File: src/cnn_pkg.sv
package cnn_pkg;

  // array geometry
  localparam int COLS          = 4;
  localparam int WEIGHTS_DEPTH = 16;

  // signed pixel and weight width
  localparam int WORD_WIDTH = 8;

  // holds 16 full-scale products without overflow
  localparam int ACC_WIDTH = 20;

  // weight memory read latency in clkb cycles
  localparam int LATENCY_BRAM = 2;

  // one wide row carries a weight per column
  localparam int ROW_WIDTH = COLS * WORD_WIDTH;

  // narrow write words
  localparam int W_DEPTH = WEIGHTS_DEPTH * COLS;

  localparam int W_ADDR_WIDTH = $clog2(W_DEPTH);
  localparam int R_ADDR_WIDTH = $clog2(WEIGHTS_DEPTH);

  localparam int COL_WIDTH = $clog2(COLS);

  // countdown that keeps the read pipeline moving after a pixel
  localparam int FLUSH_WIDTH = $clog2(LATENCY_BRAM + 1);

  // signed product of one pixel and one weight
  localparam int PROD_WIDTH = 2 * WORD_WIDTH;

endpackage

File: src/ram_raw.sv
module ram_raw #(
  parameter int LATENCY = cnn_pkg::LATENCY_BRAM
) (
  input  logic                             clkb,
  input  logic                             reset,
  input  logic                             wr_en,
  input  logic [cnn_pkg::W_ADDR_WIDTH-1:0] wr_addr,
  input  logic [cnn_pkg::WORD_WIDTH-1:0]   wr_data,
  input  logic                             rd_en,
  input  logic [cnn_pkg::R_ADDR_WIDTH-1:0] rd_addr,
  output logic [cnn_pkg::ROW_WIDTH-1:0]    rd_row
);

  // narrow view for writes
  logic [cnn_pkg::W_DEPTH-1:0][cnn_pkg::WORD_WIDTH-1:0] mem;

  // same bits seen as wide rows, column 0 in the low slice
  logic [cnn_pkg::WEIGHTS_DEPTH-1:0][cnn_pkg::ROW_WIDTH-1:0] mem_rows;

  logic [LATENCY-1:0][cnn_pkg::ROW_WIDTH-1:0] rd_pipe;

  assign mem_rows = mem;

  always_ff @(posedge clkb) begin
    if (wr_en) begin
      mem[wr_addr] <= wr_data;
    end
  end

  // read pipeline only moves while rd_en is high
  always_ff @(posedge clkb) begin
    if (reset) begin
      rd_pipe <= '0;
    end else if (rd_en) begin
      rd_pipe[0] <= mem_rows[rd_addr];
      for (int i = 1; i < LATENCY; i++) begin
        rd_pipe[i] <= rd_pipe[i-1];
      end
    end
  end

  assign rd_row = rd_pipe[LATENCY-1];

endmodule

File: src/mac_feeder.sv
module mac_feeder (
  input  logic                                  clkb,
  input  logic                                  reset,
  input  logic                                  px_valid,
  input  logic signed [cnn_pkg::WORD_WIDTH-1:0] px_data,
  input  logic                                  px_last,
  output logic                                  rd_en,
  output logic [cnn_pkg::R_ADDR_WIDTH-1:0]      rd_addr,
  output logic                                  mac_valid,
  output logic signed [cnn_pkg::WORD_WIDTH-1:0] mac_pixel,
  output logic                                  mac_last
);

  // position inside the current window, also the weight row
  logic [cnn_pkg::R_ADDR_WIDTH-1:0] win_cnt;

  logic [cnn_pkg::FLUSH_WIDTH-1:0] flush_cnt;

  // delay line matched to the memory latency
  logic [cnn_pkg::LATENCY_BRAM-1:0]                         vld_dly;
  logic [cnn_pkg::LATENCY_BRAM-1:0]                         last_dly;
  logic [cnn_pkg::LATENCY_BRAM-1:0][cnn_pkg::WORD_WIDTH-1:0] pix_dly;

  always_ff @(posedge clkb) begin
    if (reset) begin
      win_cnt <= '0;
    end else if (px_valid) begin
      if (px_last) begin
        win_cnt <= '0;
      end else begin
        win_cnt <= win_cnt + 1'b1;
      end
    end
  end

  assign rd_addr = win_cnt;

  // keep rd_en up until the row of the latest pixel has left the memory
  always_ff @(posedge clkb) begin
    if (reset) begin
      flush_cnt <= '0;
    end else if (px_valid) begin
      flush_cnt <= cnn_pkg::FLUSH_WIDTH'(cnn_pkg::LATENCY_BRAM);
    end else if (flush_cnt != '0) begin
      flush_cnt <= flush_cnt - 1'b1;
    end
  end

  assign rd_en = px_valid || (flush_cnt != '0);

  always_ff @(posedge clkb) begin
    if (reset) begin
      vld_dly  <= '0;
      last_dly <= '0;
    end else begin
      vld_dly[0]  <= px_valid;
      last_dly[0] <= px_valid && px_last;
      for (int i = 1; i < cnn_pkg::LATENCY_BRAM; i++) begin
        vld_dly[i]  <= vld_dly[i-1];
        last_dly[i] <= last_dly[i-1];
      end
    end
  end

  always_ff @(posedge clkb) begin
    pix_dly[0] <= px_data;
    for (int i = 1; i < cnn_pkg::LATENCY_BRAM; i++) begin
      pix_dly[i] <= pix_dly[i-1];
    end
  end

  assign mac_valid = vld_dly[cnn_pkg::LATENCY_BRAM-1];
  assign mac_last  = last_dly[cnn_pkg::LATENCY_BRAM-1];
  assign mac_pixel = pix_dly[cnn_pkg::LATENCY_BRAM-1];

endmodule

File: src/mac_pe.sv
module mac_pe (
  input  logic                                  clkb,
  input  logic                                  reset,
  input  logic                                  mac_valid,
  input  logic                                  mac_last,
  input  logic signed [cnn_pkg::WORD_WIDTH-1:0] mac_pixel,
  input  logic signed [cnn_pkg::WORD_WIDTH-1:0] weight,
  output logic                                  sum_valid,
  output logic signed [cnn_pkg::ACC_WIDTH-1:0]  sum
);

  logic signed [cnn_pkg::PROD_WIDTH-1:0] prod;
  logic signed [cnn_pkg::ACC_WIDTH-1:0]  acc;
  logic signed [cnn_pkg::ACC_WIDTH-1:0]  acc_next;

  assign prod     = mac_pixel * weight;
  // prod is sign extended to the accumulator width
  assign acc_next = acc + prod;

  always_ff @(posedge clkb) begin
    if (reset) begin
      acc       <= '0;
      sum_valid <= 1'b0;
    end else begin
      sum_valid <= mac_valid && mac_last;
      if (mac_valid) begin
        // restart from zero once the window closes
        acc <= mac_last ? '0 : acc_next;
      end
    end
  end

  always_ff @(posedge clkb) begin
    if (mac_valid && mac_last) begin
      sum <= acc_next;
    end
  end

endmodule

File: src/result_drain.sv
module result_drain (
  input  logic                                             clkb,
  input  logic                                             reset,
  input  logic                                             sum_valid,
  input  logic [cnn_pkg::COLS-1:0][cnn_pkg::ACC_WIDTH-1:0] sums,
  output logic                                             res_valid,
  output logic [cnn_pkg::COL_WIDTH-1:0]                    res_col,
  output logic signed [cnn_pkg::ACC_WIDTH-1:0]             res_data
);

  // snapshot of all columns, read out one per cycle
  logic [cnn_pkg::COLS-1:0][cnn_pkg::ACC_WIDTH-1:0] sums_q;

  logic [cnn_pkg::COL_WIDTH-1:0] next_col;
  logic                          last_col;

  assign next_col = res_col + 1'b1;
  assign last_col = (res_col == cnn_pkg::COL_WIDTH'(cnn_pkg::COLS - 1));

  always_ff @(posedge clkb) begin
    if (reset) begin
      res_valid <= 1'b0;
      res_col   <= '0;
    end else if (sum_valid) begin
      res_valid <= 1'b1;
      res_col   <= '0;
    end else if (res_valid) begin
      if (last_col) begin
        res_valid <= 1'b0;
        res_col   <= '0;
      end else begin
        res_col <= next_col;
      end
    end
  end

  always_ff @(posedge clkb) begin
    if (sum_valid) begin
      sums_q <= sums;
    end
  end

  // the column index selects its sum from the snapshot
  assign res_data = sums_q[res_col];

endmodule

File: src/conv_core.sv
module conv_core (
  input  logic                                  clkb,
  input  logic                                  reset,
  input  logic                                  wt_valid,
  input  logic [cnn_pkg::W_ADDR_WIDTH-1:0]      wt_addr,
  input  logic [cnn_pkg::WORD_WIDTH-1:0]        wt_data,
  input  logic                                  px_valid,
  input  logic signed [cnn_pkg::WORD_WIDTH-1:0] px_data,
  input  logic                                  px_last,
  output logic                                  res_valid,
  output logic [cnn_pkg::COL_WIDTH-1:0]         res_col,
  output logic signed [cnn_pkg::ACC_WIDTH-1:0]  res_data
);

  logic                             rd_en;
  logic [cnn_pkg::R_ADDR_WIDTH-1:0] rd_addr;
  logic [cnn_pkg::ROW_WIDTH-1:0]    rd_row;

  logic                                  mac_valid;
  logic signed [cnn_pkg::WORD_WIDTH-1:0] mac_pixel;
  logic                                  mac_last;

  logic [cnn_pkg::COLS-1:0]                         col_valid;
  logic [cnn_pkg::COLS-1:0][cnn_pkg::ACC_WIDTH-1:0] col_sums;

  ram_raw #(
    .LATENCY (cnn_pkg::LATENCY_BRAM)
  ) u_weights (
    .clkb    (clkb),
    .reset   (reset),
    .wr_en   (wt_valid),
    .wr_addr (wt_addr),
    .wr_data (wt_data),
    .rd_en   (rd_en),
    .rd_addr (rd_addr),
    .rd_row  (rd_row)
  );

  mac_feeder u_feeder (
    .clkb      (clkb),
    .reset     (reset),
    .px_valid  (px_valid),
    .px_data   (px_data),
    .px_last   (px_last),
    .rd_en     (rd_en),
    .rd_addr   (rd_addr),
    .mac_valid (mac_valid),
    .mac_pixel (mac_pixel),
    .mac_last  (mac_last)
  );

  // each element takes its own slice of the weight row
  for (genvar c = 0; c < cnn_pkg::COLS; c++) begin : g_col
    mac_pe u_pe (
      .clkb      (clkb),
      .reset     (reset),
      .mac_valid (mac_valid),
      .mac_last  (mac_last),
      .mac_pixel (mac_pixel),
      .weight    (rd_row[c*cnn_pkg::WORD_WIDTH +: cnn_pkg::WORD_WIDTH]),
      .sum_valid (col_valid[c]),
      .sum       (col_sums[c])
    );
  end

  // all elements fire together, column 0 stands for the rest
  result_drain u_drain (
    .clkb      (clkb),
    .reset     (reset),
    .sum_valid (col_valid[0]),
    .sums      (col_sums),
    .res_valid (res_valid),
    .res_col   (res_col),
    .res_data  (res_data)
  );

endmodule

File: config.mk
export PLATFORM = sky130hd
export DESIGN_NAME = conv_core
export DESIGN_NICKNAME = d
export VERILOG_FILES = /design/src/cnn_pkg.sv /design/src/ram_raw.sv /design/src/mac_feeder.sv /design/src/mac_pe.sv /design/src/result_drain.sv /design/src/conv_core.sv
export SDC_FILE = /design/constraint.sdc
export NUM_CORES = 2
export LEC_CHECK = 0
export ABC_AREA = 1
export ABC_CLOCK_PERIOD_IN_PS = 12800
export BUFFER_PORTS_ARGS = -buffer_cell sky130_fd_sc_hd__clkbuf_2
export CORE_MARGIN = 5
export CORE_UTILIZATION = 30
export DETAILED_ROUTE_END_ITERATION = 7
export MAX_ROUTING_LAYER = met4
export PLACE_DENSITY = 0.48
export RECOVER_POWER = 50
export SYNTH_ARGS = -nofsm -noshare
export SYNTH_HDL_FRONTEND = slang
export SYNTH_SLANG_ARGS = --single-unit
File: constraint.sdc
create_clock -name clkb -period 12.8 [get_ports clkb]
set_input_delay 0.64 -clock clkb [delete_from_list [all_inputs] [get_ports clkb]]
set_output_delay 0.64 -clock clkb [all_outputs]
set_load 0.01 [all_outputs]
==> impl_metrics.prom <==
# TYPE chip_impl_metric gauge
chip_impl_info{name="outcome",value="finished with violations"} 1
chip_impl_info{name="violations",value="capacitance limit, slew limit"} 1
chip_impl_info{name="min_delay_path_class",value="primary input to flop"} 1
chip_impl_metric{name="worst-r2r-setup-slack",unit="ps"} 6190
chip_impl_metric{name="min_period",unit="ps"} 6614
chip_impl_metric{name="grt_first_pass_wirelength",unit="um"} 190200
chip_impl_metric{name="remaining_routing_drc_violations",unit=""} 0
chip_impl_info{name="most_common_library_cell_in_the_layout_ignoring_fill_and_taps",value="sky130_fd_sc_hd__inv_1"} 1
chip_impl_metric{name="vertical_die_dimension",unit="um"} 405.6
chip_impl_metric{name="tritoncts_buffers",unit=""} 92
chip_impl_metric{name="worst_skew_pair.late_latency",unit="ps"} 710
chip_impl_metric{name="cell_internal_pwr",unit="mW"} 5.543
chip_impl_metric{name="max_slew_margin",unit=""} -2.084
chip_impl_metric{name="design.die.area",unit="mm^2"} 0.1645
chip_impl_metric{name="synth_warnings",unit=""} 0
chip_impl_metric{name="number_of_flops_mapped_to_enable_cells_by_yosys",unit=""} 672
chip_impl_metric{name="share_seq_of_total_power",unit=""} 0.387
chip_impl_metric{name="timing_worst_slew_pin_value",unit="ps"} 4626
chip_impl_metric{name="synthDistinctLibCells",unit=""} 33
chip_impl_metric{name="cellLeakagePower",unit="nW"} 21.76
chip_impl_metric{name="power_frac_clock",unit=""} 0.331
chip_impl_metric{name="initial_core_util",unit=""} 0.3013
chip_impl_metric{name="cts.path.max_buffers",unit=""} 3
chip_impl_info{name="cts-root-buf",value="sky130_fd_sc_hd__clkbuf_16"} 1
chip_impl_metric{name="portBuffers",unit=""} 49
chip_impl_info{name="regToRegEndpoint",value="g_col[3].u_pe.acc[10]"} 1
chip_impl_metric{name="layout-drive-gt1-share",unit=""} 0.04958
chip_impl_metric{name="setup_total_negative_slack",unit="ps"} 0
chip_impl_metric{name="width_of_the_die",unit="um"} 405.6
chip_impl_metric{name="clk_transition_reported_paths",unit="ps"} 60
chip_impl_metric{name="holdBufCountCts",unit=""} 6
chip_impl_metric{name="worst_r2r_path_depth",unit=""} 17
chip_impl_metric{name="grt_util_all_layers",unit=""} 0.1530
chip_impl_metric{name="max_freq",unit="MHz"} 151.2
chip_impl_metric{name="detail-route-antenna-nets",unit=""} 0
chip_impl_metric{name="dp_hpwl",unit="um"} 80840
chip_impl_metric{name="floorplan.core_area",unit="mm^2"} 0.1558
chip_impl_metric{name="synth.yosys.seq_area_share",unit=""} 0.5039
chip_impl_metric{name="numClockSinks",unit=""} 846
chip_impl_info{name="timing.critical_path.from",value="u_feeder.mac_pixel[0]"} 1
chip_impl_metric{name="std_cell_rows",unit=""} 145
chip_impl_metric{name="power_switching",unit="mW"} 2.682
chip_impl_info{name="cts_tree",value="built"} 1
chip_impl_info{name="layout.cells.most_common_list",value="681 x sky130_fd_sc_hd__inv_1, 672 x sky130_fd_sc_hd__edfxtp_1, 633 x sky130_fd_sc_hd__nand2_1"} 1
chip_impl_metric{name="routed_wirelength",unit="um"} 120800
chip_impl_metric{name="drt_iter0_drc",unit=""} 1935
chip_impl_metric{name="htree_num_levels",unit=""} 3
chip_impl_info{name="cp-start-kind",value="flop"} 1
chip_impl_info{name="critical_path.endpoint_type",value="flop"} 1
chip_impl_metric{name="gp_congestion",unit=""} 0.8432
chip_impl_metric{name="per_cell_via_count_in_the_routed_design",unit=""} 4.621
chip_impl_metric{name="dp_cells",unit=""} 6478
chip_impl_metric{name="fin_skew",unit="ps"} 40.31
chip_impl_metric{name="slew_viol_final",unit=""} 791
chip_impl_metric{name="required",unit="ps"} 13360
chip_impl_metric{name="number_of_filler_instances_in_the_final_layout",unit=""} 15660
chip_impl_metric{name="cp.arrival",unit="ps"} 7180
chip_impl_metric{name="routed-via-count",unit=""} 30780
chip_impl_metric{name="hold_slack",unit="ps"} 67.84
chip_impl_metric{name="syn_avg_cell_area",unit="um^2"} 10.32
chip_impl_metric{name="synthesis.nets",unit=""} 5114
chip_impl_metric{name="asyncSetResetFlopFracSynth",unit=""} 0
chip_impl_metric{name="hold_violations",unit=""} 0
chip_impl_info{name="synth_top_flop_cell",value="sky130_fd_sc_hd__edfxtp_1"} 1
chip_impl_metric{name="setup_violations",unit=""} 0
chip_impl_metric{name="yosys_register_bits",unit=""} 846
chip_impl_metric{name="cap_viol_max_count",unit=""} 13
chip_impl_metric{name="cts_setup_buffers",unit=""} 0
chip_impl_metric{name="final_cells",unit=""} 6661
chip_impl_metric{name="power_density",unit="mW/mm^2"} 157.3
chip_impl_info{name="source_of_the_worst_register_to_register_timing_path",value="u_feeder.mac_pixel[0]"} 1
chip_impl_metric{name="power.combinational.fraction",unit=""} 0.282
chip_impl_info{name="timing.setup.critical_path_class",value="flop to flop"} 1
chip_impl_info{name="destination_of_the_critical_timing_path",value="g_col[3].u_pe.acc[10]"} 1
chip_impl_metric{name="vdd_drop_max",unit="V"} 0.00009423
chip_impl_metric{name="globalRoute.totalOverflow",unit=""} 0
chip_impl_metric{name="grt_pass1_vias",unit=""} 31230
chip_impl_metric{name="power.switching_fraction",unit=""} 0.3261
chip_impl_metric{name="cp_max_fo",unit=""} 29
chip_impl_info{name="setup_repair_after_global_routing_missed_its_margin",value="no"} 1
chip_impl_metric{name="layout-area-overhead-vs-synth",unit="%"} 11.32
chip_impl_metric{name="fin_crit_sh",unit=""} 0.5167
chip_impl_metric{name="firstDrtPassIters",unit=""} 5
chip_impl_metric{name="grt_antenna_before_repair",unit=""} 3
chip_impl_metric{name="wl_per_cell",unit="um"} 18.13
chip_impl_metric{name="num_io_pins",unit=""} 50
chip_impl_metric{name="grt_max_degree",unit=""} 105
chip_impl_metric{name="cts-resized-gates",unit=""} 0
chip_impl_metric{name="layout.nets",unit=""} 5085
chip_impl_metric{name="syn_area",unit="mm^2"} 0.04696
chip_impl_metric{name="syn-instance-count",unit=""} 4549
## per-stage QoR
stage / instance area (um^2) / total power [mW] / util / setup WS, ps
after floorplan: 46960 / 4.928 / - / 7871
after global placement: 49160 / 5.541 / 0.3155 / 7421
after detailed placement: 49160 / 5.554 / 0.3155 / 7359
after CTS: 52320 / 8.317 / 0.3357 / 7324
after global routing: 52270 / 8.794 / 0.3354 / 5876
final: 52270 / 8.224 / 0.3354 / 6186
## worst max-delay path, cell delays in order (launching register included)
cell and delay, ps:
sky130_fd_sc_hd__dfxtp_1 310, sky130_fd_sc_hd__clkbuf_1 1320, sky130_fd_sc_hd__inv_1 540, sky130_fd_sc_hd__nand2_1 310, sky130_fd_sc_hd__fa_1 470, sky130_fd_sc_hd__fa_1 510
sky130_fd_sc_hd__inv_1 50, sky130_fd_sc_hd__fa_1 460, sky130_fd_sc_hd__fa_1 510, sky130_fd_sc_hd__fa_1 420, sky130_fd_sc_hd__ha_1 350, sky130_fd_sc_hd__a21oi_1 230
sky130_fd_sc_hd__nand2_1 170, sky130_fd_sc_hd__nand2_1 90, sky130_fd_sc_hd__nand2_1 90, sky130_fd_sc_hd__xor2_1 360, sky130_fd_sc_hd__nand2_1 110, sky130_fd_sc_hd__a21oi_1 150
## cell families after synthesis
| kind of cell | count (synthesis) | synth area share |
|---|---|---|
| xor+xnor | 34 | 0.006341 |
| fa+ha+maj | 538 | 0.1996 |
| buf+inv | 908 | 0.07522 |
| flops | 846 | 0.5039 |
| simple gates | 1534 | 0.1320 |
| compound gates | 689 | 0.08292 |
## worst min path at each step
stage,endpoint,slack [ps],startpoint,cells past startpoint
finish,u_feeder.pix_dly[5],70,px_data[5],1
global route,u_feeder.pix_dly[5],40,px_data[5],1
CTS,u_feeder.pix_dly[5],10,px_data[5],1
detailed placement,u_feeder.mac_pixel[3],310,u_feeder.pix_dly[3],0
global placement,u_feeder.mac_pixel[4],310,u_feeder.pix_dly[4],0
floorplan,u_feeder.mac_pixel[0],310,u_feeder.pix_dly[0],0
## synthesized netlist by cell type (13+ instances only)
library cell,number,share of area
sky130_fd_sc_hd__o22ai_1,20,0.0027
sky130_fd_sc_hd__and2_1,32,0.0043
sky130_fd_sc_hd__nand4_1,14,0.0019
sky130_fd_sc_hd__xnor2_1,13,0.0024
sky130_fd_sc_hd__ha_1,186,0.050
sky130_fd_sc_hd__dfxtp_1,174,0.074
sky130_fd_sc_hd__nor2_1,633,0.051
sky130_fd_sc_hd__nand3_1,198,0.021
sky130_fd_sc_hd__o21ai_1,57,0.0061
sky130_fd_sc_hd__nand2_1,633,0.051
sky130_fd_sc_hd__o211ai_1,160,0.026
sky130_fd_sc_hd__clkbuf_1,157,0.013
sky130_fd_sc_hd__inv_1,686,0.055
sky130_fd_sc_hd__edfxtp_1,672,0.43
sky130_fd_sc_hd__a21oi_1,145,0.015
sky130_fd_sc_hd__o21ai_0,299,0.032
sky130_fd_sc_hd__buf_2,27,0.0029
sky130_fd_sc_hd__xor2_1,21,0.0039
sky130_fd_sc_hd__fa_1,352,0.15
## sequential cells by signal (all words and copies together) (netlist names)
register and cells:
u_feeder.flush_cnt 2, g_col.u_pe.acc 80, u_weights.rd_pipe 32, g_col.u_pe.sum_valid 1, u_feeder.rd_addr 4, u_weights.rd_row 32, u_feeder.pix_dly 8, g_col.u_pe.sum 80
u_feeder.last_dly 2, u_drain.sums_q 80, u_feeder.mac_pixel 8, u_weights.mem 512, u_drain.res_valid 1, u_drain.res_col 2, u_feeder.vld_dly 2
## power groups by stage
stage               Combinational, mW  Clock, mW  Sequential, mW
floorplan                        1.73          0            3.19
global placement                 2.30          0            3.24
detailed placement               2.32          0            3.24
CTS                              2.34       2.79            3.18
global route                     2.69       2.91            3.19
finish                           2.32       2.72            3.18
## metal layers
layer | global-route usage | vias up | wire [um] | part of all wire
met2 | 0.2434 | 532 | 56390 | 0.47
met5 | - | - | 0 | 0
li1 | - | 14820 | - | -
met4 | 0.03479 | 0 | 2441 | 0.020
met1 | 0.2090 | 15280 | 57340 | 0.47
met3 | 0.02189 | 145 | 4599 | 0.038
## layout make-up
class	count	area (um^2)	area share
antenna	4	10.01	0.0001915
clock buffer	130	2557	0.04892
clock inverter	43	538.0	0.01029
inverter	692	2605	0.04983
multi-input combinational	2795	19770	0.3783
sequential	846	23680	0.4529
tap	2058	2575	0.04926
timing repair buffer	93	540.5	0.01034
Note: power is estimated with default switching activity, not from simulation.
